[config.mk]
export PLATFORM = sky130hd
export DESIGN_NAME = div_unit
export DESIGN_NICKNAME = d
export VERILOG_FILES = /design/src/div_pkg.sv /design/src/div_req_if.sv /design/src/div_digit.sv /design/src/div_guard.sv /design/src/div_pipe.sv /design/src/div_unit.sv
export VERILOG_INCLUDE_DIRS = /design/src
export SDC_FILE = /design/constraint.sdc
export NUM_CORES = 2
export LEC_CHECK = 0
export BUFFER_PORTS_ARGS = -buffer_cell sky130_fd_sc_hd__buf_2
export CORE_MARGIN = 2
export CORE_UTILIZATION = 50
export CTS_CLUSTER_DIAMETER = 120
export DETAILED_ROUTE_END_ITERATION = 10
export GPL_ROUTABILITY_DRIVEN = 1
export PLACE_DENSITY = 0.7
export SLEW_MARGIN = 20
export SYNTH_ARGS = -nofsm -noshare
export SYNTH_HDL_FRONTEND = slang
export SYNTH_SLANG_ARGS = --single-unit
[constraint.sdc]
create_clock -name clk -period 10.66 [get_ports clk]
set_clock_uncertainty 0.2 [all_clocks]
set_input_delay 0 -clock clk [delete_from_list [all_inputs] [get_ports clk]]
set_output_delay 0 -clock clk [all_outputs]
set_load 0.005 [all_outputs]
[src/div_config.svh]
// Divider unit widths

`ifndef DIV_CONFIG_SVH
`define DIV_CONFIG_SVH

// Operand widths
`define DIV_W_DIVIDEND 44
`define DIV_W_DIVISOR  12

// Quotient bits resolved per pipeline stage
`define DIV_W_DIGIT    4

// Caller tag returned with each result
`define DIV_W_TAG      4

`endif

[src/div_pkg.sv]
// Divider unit types

`include "div_config.svh"

package div_pkg;

	localparam int div_w_quotient = `DIV_W_DIVIDEND - `DIV_W_DIVISOR; // 32
	localparam int div_w_partial  = `DIV_W_DIVISOR + `DIV_W_DIGIT;    // Digit divider input
	localparam int div_n_stages   = div_w_quotient / `DIV_W_DIGIT;    // 8

	typedef enum logic [1:0] {
		OK          = 2'd0,
		DIV_BY_ZERO = 2'd1,
		OVERFLOW    = 2'd2
	} div_status_t;

	typedef logic [`DIV_W_DIVIDEND-1:0] dividend_t;
	typedef logic [`DIV_W_DIVISOR-1:0]  divisor_t;
	typedef logic [div_w_quotient-1:0]  quotient_t;
	typedef logic [`DIV_W_DIGIT-1:0]    digit_t;
	typedef logic [`DIV_W_TAG-1:0]      tag_t;

endpackage

[src/div_req_if.sv]
// Classified divide request

`timescale 1ns/100ps

interface div_req_if
	import div_pkg::*;
();

	logic        valid;    // One strobe per request
	dividend_t   dividend;
	divisor_t    divisor;
	tag_t        tag;
	div_status_t status;   // Set by the guard, never retested downstream

	modport guard (
		output valid,
		output dividend,
		output divisor,
		output tag,
		output status
	);

	modport pipe (
		input valid,
		input dividend,
		input divisor,
		input tag,
		input status
	);

endinterface

[src/div_digit.sv]
// Radix-16 digit divider

`timescale 1ns/100ps

`include "div_config.svh"

module div_digit
	import div_pkg::*;
(
	input  logic [div_w_partial-1:0] partial,
	input  divisor_t                 divisor,
	output digit_t                   digit,
	output divisor_t                 remainder
);

	logic [`DIV_W_DIVISOR:0]   trial;  // Shifted remainder plus next bit
	logic [`DIV_W_DIVISOR:0]   diff;
	logic [`DIV_W_DIVISOR-1:0] rem;

	// Four restoring steps, most significant quotient bit first.
	// Upper bits of partial are assumed below the divisor, so each
	// trial stays under twice the divisor and the result fits.
	always_comb begin
		trial = '0;
		diff  = '0;
		digit = '0;
		rem   = partial[div_w_partial-1 -: `DIV_W_DIVISOR];

		for (int k = `DIV_W_DIGIT-1; k >= 0; k--) begin
			trial = {rem, partial[k]};
			diff  = trial - {1'b0, divisor};
			if (trial >= {1'b0, divisor}) begin
				rem      = diff[`DIV_W_DIVISOR-1:0];  // Subtract succeeds
				digit[k] = 1'b1;
			end else begin
				rem      = trial[`DIV_W_DIVISOR-1:0]; // Restore
				digit[k] = 1'b0;
			end
		end

		remainder = rem;
	end

endmodule

[src/div_guard.sv]
// Divider input guard
// Registers requests and classifies them

`timescale 1ns/100ps

`include "div_config.svh"

module div_guard
	import div_pkg::*;
(
	input  logic      clk,
	input  logic      rst_n,

	input  logic      in_valid,
	input  dividend_t in_dividend,
	input  divisor_t  in_divisor,
	input  tag_t      in_tag,

	div_req_if.guard  req
);

	divisor_t    dividend_top;  // Bits that must stay below the divisor
	div_status_t status_c;

	assign dividend_top = in_dividend[`DIV_W_DIVIDEND-1 -: `DIV_W_DIVISOR];

	// Zero divisor takes priority over overflow
	always_comb begin
		if (in_divisor == '0) begin
			status_c = DIV_BY_ZERO;
		end else if (dividend_top >= in_divisor) begin
			status_c = OVERFLOW;    // Quotient would need more than 32 bits
		end else begin
			status_c = OK;
		end
	end

	always_ff @(posedge clk) begin
		if (!rst_n) begin
			req.valid    <= 1'b0;
			req.dividend <= '0;
			req.divisor  <= '0;
			req.tag      <= '0;
			req.status   <= OK;
		end else begin
			req.valid    <= in_valid;
			req.dividend <= in_dividend;
			req.divisor  <= in_divisor;
			req.tag      <= in_tag;
			req.status   <= status_c;
		end
	end

endmodule

[src/div_pipe.sv]
// Eight-stage divider pipeline
// Four quotient bits per stage, saturation at the output

`timescale 1ns/100ps

`include "div_config.svh"

module div_pipe
	import div_pkg::*;
(
	input  logic        clk,
	input  logic        rst_n,

	div_req_if.pipe     req,

	output logic        out_valid,
	output quotient_t   out_quotient,
	output divisor_t    out_remainder,
	output tag_t        out_tag,
	output div_status_t out_status
);

	localparam int w_shift = div_w_quotient - `DIV_W_DIGIT; // Dividend bits kept per stage

	// Remainder in the top 12 bits, pending dividend bits below,
	// quotient digits collected at the bottom
	dividend_t   rq_r   [1:div_n_stages];
	divisor_t    dvs_r  [1:div_n_stages-1];  // Each request keeps its own divisor
	logic        vld_r  [1:div_n_stages];
	tag_t        tag_r  [1:div_n_stages];
	div_status_t st_r   [1:div_n_stages];

	digit_t      quot   [0:div_n_stages-1];
	divisor_t    remd   [0:div_n_stages-1];

	for (genvar i = 0; i < div_n_stages; i++) begin : g_stage
		logic [div_w_partial-1:0] stage_part;
		divisor_t                 stage_dvs;

		if (i == 0) begin : g_head
			assign stage_part = req.dividend[`DIV_W_DIVIDEND-1 -: div_w_partial];
			assign stage_dvs  = req.divisor;
		end else begin : g_body
			assign stage_part = rq_r[i][`DIV_W_DIVIDEND-1 -: div_w_partial];
			assign stage_dvs  = dvs_r[i];
		end

		div_digit u_digit (
			.partial   (stage_part),
			.divisor   (stage_dvs),
			.digit     (quot[i]),
			.remainder (remd[i])
		);
	end

	always_ff @(posedge clk) begin
		if (!rst_n) begin
			for (int j = 1; j <= div_n_stages; j++) begin
				rq_r[j]  <= '0;
				vld_r[j] <= 1'b0;
				tag_r[j] <= '0;
				st_r[j]  <= OK;
			end
			for (int j = 1; j < div_n_stages; j++) begin
				dvs_r[j] <= '0;
			end
		end else begin
			// First register takes the guard output directly
			rq_r[1]  <= {remd[0], req.dividend[w_shift-1:0], quot[0]};
			dvs_r[1] <= req.divisor;
			vld_r[1] <= req.valid;
			tag_r[1] <= req.tag;
			st_r[1]  <= req.status;

			for (int j = 2; j <= div_n_stages; j++) begin
				rq_r[j]  <= {remd[j-1], rq_r[j-1][w_shift-1:0], quot[j-1]};
				vld_r[j] <= vld_r[j-1];
				tag_r[j] <= tag_r[j-1];
				st_r[j]  <= st_r[j-1];
			end
			for (int j = 2; j < div_n_stages; j++) begin
				dvs_r[j] <= dvs_r[j-1];  // Last stage needs no divisor after it
			end
		end
	end

	// Failed requests return all-ones quotient and zero remainder
	assign out_valid     = vld_r[div_n_stages];
	assign out_tag       = tag_r[div_n_stages];
	assign out_status    = st_r[div_n_stages];
	assign out_quotient  = (st_r[div_n_stages] == OK) ?
	                       rq_r[div_n_stages][div_w_quotient-1:0] : '1;
	assign out_remainder = (st_r[div_n_stages] == OK) ?
	                       rq_r[div_n_stages][`DIV_W_DIVIDEND-1 -: `DIV_W_DIVISOR] : '0;

endmodule

[src/div_unit.sv]
// Pipelined divider unit
// 44 / 12 bit unsigned, one result per clock

`timescale 1ns/100ps

module div_unit
	import div_pkg::*;
(
	input  logic        clk,
	input  logic        rst_n,

	input  logic        in_valid,
	input  dividend_t   in_dividend,
	input  divisor_t    in_divisor,
	input  tag_t        in_tag,

	output logic        out_valid,
	output quotient_t   out_quotient,
	output divisor_t    out_remainder,
	output tag_t        out_tag,
	output div_status_t out_status
);

	div_req_if req_bus ();  // Guard to pipeline

	div_guard u_guard (
		.clk         (clk),
		.rst_n       (rst_n),
		.in_valid    (in_valid),
		.in_dividend (in_dividend),
		.in_divisor  (in_divisor),
		.in_tag      (in_tag),
		.req         (req_bus)
	);

	// Eight register stages after the guard register
	div_pipe u_pipe (
		.clk           (clk),
		.rst_n         (rst_n),
		.req           (req_bus),
		.out_valid     (out_valid),
		.out_quotient  (out_quotient),
		.out_remainder (out_remainder),
		.out_tag       (out_tag),
		.out_status    (out_status)
	);

endmodule

**Yosys cells after proc, flatten, opt, wreduce, memory -nomap -nowiden**

Memories as Yosys holds them, arrays and structs flattened.
Index checks and enable logic that the tools add are counted.
Widths: inputs -> output; s select.

- Logic and storage cells: 228
- Bits in writable memories: 492
- Memories: 5
- Register bits after elaboration: 63

Memories:

| memory | words | width | read ports | clocked after memory_dff | write ports | line | text |
|---|---|---|---|---|---|---|---|
| u_pipe.rq_r | 8 | 44 | 8 | 0 | 8 | div_pipe.sv:27 | `dividend_t rq_r [1:div_n_stages];` |
| u_pipe.dvs_r | 7 | 12 | 7 | 0 | 7 | div_pipe.sv:28 | `divisor_t dvs_r [1:div_n_stages-1];` |
| u_pipe.tag_r | 8 | 4 | 8 | 0 | 8 | div_pipe.sv:30 | `tag_t tag_r [1:div_n_stages];` |
| u_pipe.st_r | 8 | 2 | 8 | 0 | 8 | div_pipe.sv:31 | `div_status_t st_r [1:div_n_stages];` |
| u_pipe.vld_r | 8 | 1 | 8 | 0 | 8 | div_pipe.sv:29 | `logic vld_r [1:div_n_stages];` |

- $lt $le $gt $ge: 33
- Muxes and demuxes: 109
- Reduce and logical (&&, ||, !) cells: 3
- Bitwise operators: 40
- Add/subtract/negate cells: 32

Operators with widths:

| kind | count |
|---|---|
| $mux 12 | 40 |
| $ge 13x12->1 | 32 |
| $sub 12x12->12 | 32 |
| $mux 44 | 8 |
| $mux 1 | 43 |
| $or 1x1->1 | 39 |
| $mux 32 | 1 |
| $mux 4 | 8 |
| $mux 2 | 9 |
| $ge 12x12->1 | 1 |
| $logic_not 12->1 | 1 |
| $logic_not 2->1 | 1 |
| $reduce_or 2->1 | 1 |
| $not 1->1 | 1 |

**Depth between registers and ports, before layout**

An unclocked memory read counts as a cell.

- Depth after elaboration: 10
- Gate-level depth with buffers: 48
- Depth with buffers taken out: 42

**By module**

A second synthesis with hierarchy kept.

- Cell total of the unflattened synthesis: 4129
- Area, all modules: 37425.9 um^2

Modules (own cells, without submodules):

| module | times used | sequential area each (um^2) | cells each | area each (um^2) |
|---|---|---|---|---|
| div_pipe | 1 | 9849.4 | 1094 | 13566.8 |
| div_digit at u_pipe.g_stage[2].u_digit ... | 3 | 0.0 | 358 | 2732.6 |
| div_digit at u_pipe.g_stage[0].u_digit ... | 3 | 0.0 | 354 | 2720.1 |
| div_digit at u_pipe.g_stage[3].u_digit | 1 | 0.0 | 368 | 2808.9 |
| div_digit at u_pipe.g_stage[7].u_digit | 1 | 0.0 | 356 | 2715.1 |
| div_guard | 1 | 1261.2 | 175 | 1976.9 |

**Least setup slack after synthesis**

OpenSTA, ideal clock, no wires.

- Kind: reg-to-reg
- From: reg u_pipe.dvs_r[0][13] (netlist name)
- To: reg u_pipe.rq_r[0][130] (netlist name)
- Arrival time: 9.455 ns
- Setup time: 0.071 ns
- Setup slack: 0.934 ns
- Path buffers: 4
- Data required time: 10.389 ns
- Stages on the path, launching flop included: 42
- Path through: dfxtp_1 > inv_1 > ha_1 > nor2b_1 > o31a_1 > o2111ai_1 > nand2_1 > o21ai_2 > clkbuf_1 > mux2_2 > ha_1 > or4_1 > o211a_1 > o211ai_1 > o311ai_0 > a211oi_1 > buf_2 > mux2_2 > [6 not listed] > o21a_1 > o21ai_0 > nand2_1 > a211oi_2 > buf_4 > mux2i_1 > ha_1 > a21o_1 > a21o_1 > a21o_1 > nand2_1 > a21oi_1 > a41oi_1 > a21oi_1 > a211oi_1 > clkbuf_1 > nand3_1 > a21oi_1

==> out/qor.yml <==
vias_per_cell: 5.60
wl_mm: 89.8
grt_pass1_vias: 29300
tns_ps: 0
postSynthAreaPerCell_sq_um: 8.63
grt_first_pass_wirelength_mm: 145
synth_top_family_by_area: "simple AND/OR/NAND/NOR gates"
synth_seq_cells: 555
tightest_slew_ps: 1040
synthFlopType: "dfxtp_1"
numCtsBuffers: 58
cp_common_cell: "ha_1"
core_sq_um: 72700
ant_nets: 0
synth_compound_area_share_pct: 17.3
synthSimpleGateAreaFrac_pct: 20.5
grt_overflow: 0
antenna_found_initial: 3
async_reset_ff_share_pct: 0
clk_latency_ps: 650
crit_slowest_cell: "or4_1"
synth-adder-area-share_pct: 15.3
rsz0062_at_grt: "false"
worst_hold_path_type: "flip-flop to flip-flop"
cts_htree_levels: 2
rows: 99
wl_per_cell_um: 16.4
start_util_pct: 50.3
clock-sinks: 555
crit_path_start_kind: "flip-flop"
cpPeakStageDelay_ps: 520
post_route_cells_drive_above_1_share_pct: 10.3
synth.yosys.seq_area_share_pct: 30.4
dp_hpwl_mm: 65.3
path_clk_slew_ps: 70
fin_nets: 4948
post-route-period-util_pct: 93.8
drc: 0
worstSetupEndpointType: "flip-flop"
grt_start_max_net_pins: 144
syn_nets: 4731
setup_viol: 0
vias: 30600
clockBufferDepth: 3
boundaryPins: 114
layout_common_cells: "dfxtp_1, ha_1, and2_1"
status: "finished clean"
crit_type: "flip-flop to flip-flop"
post-route-min-period_ps: 10000
dr.pass1.iters: 6
buffer_ports.inserted: 113
synthMuxAreaShare_pct: 6.47
place_congestion: 0.926
grt_use_total_pct: 23.3
drtIter0Drc: 1819
die_width_um: 275
area_growth_pct: 13.8
cap_violations: 0
synth_xor_xnor_area_share_pct: 5.86
arrival_ps: 10260
fmax_mhz: 100
layout_commonest_cell: "dfxtp_1"
hold_violations: 0
syn_inst: 4240
cts_tree: "yes"
slew_viol_final: 0
yosysWarnings: 0
die_area_sq_um: 75400
cts_root_buf: "clkbuf_16"
ys_types: 103
die_h_um: 275
required_ps: 10930
netlist_area_sq_um: 36600
crit_path_max_fanout: 19
slew_headroom_pct: 30.9
synth_edf_count: 0
==> area by class of cell <==
type                    instances  area (sq um)
flip-flops and latches        555         11100
well taps                     959          1200
clock buffers                  73          1560
diodes                          2          5.00
fillers                      6397         31100
repair buffers                294          2280
inverters                     254           958
clock inverters                34           485
multi-input cells            3294         24000
==> path summary, 6_finish.rpt <==
check / startpoint / end / slack, ps / depth (start not counted)
max: u_pipe.dvs_r[0][13]$_SDFF_PN0_ / u_pipe.rq_r[0][129]$_SDFF_PN0_ / 660 / 38
min: u_pipe.rq_r[0][185]$_SDFF_PN0_ / u_pipe.rq_r[0][233]$_SDFF_PN0_ / 210 / 1
max reg2reg: u_pipe.dvs_r[0][13]$_SDFF_PN0_ / u_pipe.rq_r[0][129]$_SDFF_PN0_ / 660 / 38
min reg2reg: u_pipe.rq_r[0][185]$_SDFF_PN0_ / u_pipe.rq_r[0][233]$_SDFF_PN0_ / 210 / 1
==> repair_timing <==
item	CTS	global route
endpoints found under the hold margin	194	0
buffers inserted	0	3
hold buffers	135	0
gates resized for setup	0	17
setup endpoints to repair	0	49
==> worst max-delay path: cells and delay by family (launching register included) <==
family	cells	cell delay, ps
AOI/OAI and AO/OA	22	5160
adders and majority gates	4	1190
buffers and inverters	4	870
DFF	1	420
muxes	3	930
and+or+nand+nor	5	1040
==> metrics by stage <==
stage                     setup WS, ps  util, %  cells  hold WS [ps]  instance area [sq um]
after floorplan                    934        -   4240         -72.7                  36600
after global placement             663     52.5   5218          8.52                  38100
after detailed placement           545     52.5   5218          8.10                  38100
after CTS                          448     57.1   5460           187                  41500
after global routing              30.2     57.3   5463           229                  41600
final                              665     57.3   5465           214                  41600
==> registers in the layout (all words and copies together) (netlist names) <==
register,flops
u_pipe.rq_r,352
u_pipe.dvs_r,84
u_guard.req.dividend,44
u_pipe.tag_r,32
u_pipe.st_r,16
u_guard.req.divisor,12
u_pipe.vld_r,8
u_guard.req.tag,4
u_guard.req.status,2
u_guard.req.valid,1
==> kinds of logic (layout without fill, tap and decap cells) <==
logic type      count (synthesis)  in the layout
compound gates                960            960
xor+xnor                      245            245
fa+ha+maj                     428            428
buf+inv                       391            655
flops                         555            555
mux                           216            216
other cells                     0              2
simple gates                 1445           1445
==> cell usage after synthesis (59+ instances only) <==
library cell | number | share of area [%]
o21a_1 | 59 | 1.2
a21o_1 | 88 | 1.8
and2_1 | 369 | 6.3
xnor2_1 | 169 | 4.0
nand2_1 | 212 | 2.2
dfxtp_1 | 555 | 30
nor2_1 | 347 | 3.6
o21ai_0 | 209 | 2.9
a21oi_1 | 270 | 3.7
ha_1 | 396 | 14
mux2_2 | 125 | 3.8
xor2_1 | 76 | 1.8
nor3_1 | 78 | 1.1
nor2b_1 | 63 | 1.1
mux2i_1 | 80 | 2.2
inv_1 | 253 | 2.6
nand3_1 | 116 | 1.6
clkbuf_1 | 103 | 1.1
==> routing by layer <==
layer / track usage [%] / routed length [um]
met1: 31.0 / 41700
met2: 39.2 / 41500
met3: 2.92 / 4040
met4: 7.69 / 2610
met5: 0 / 0
Power is not shown: default switching activity piles up to over one toggle a cycle in this logic, so the estimate is an artifact.
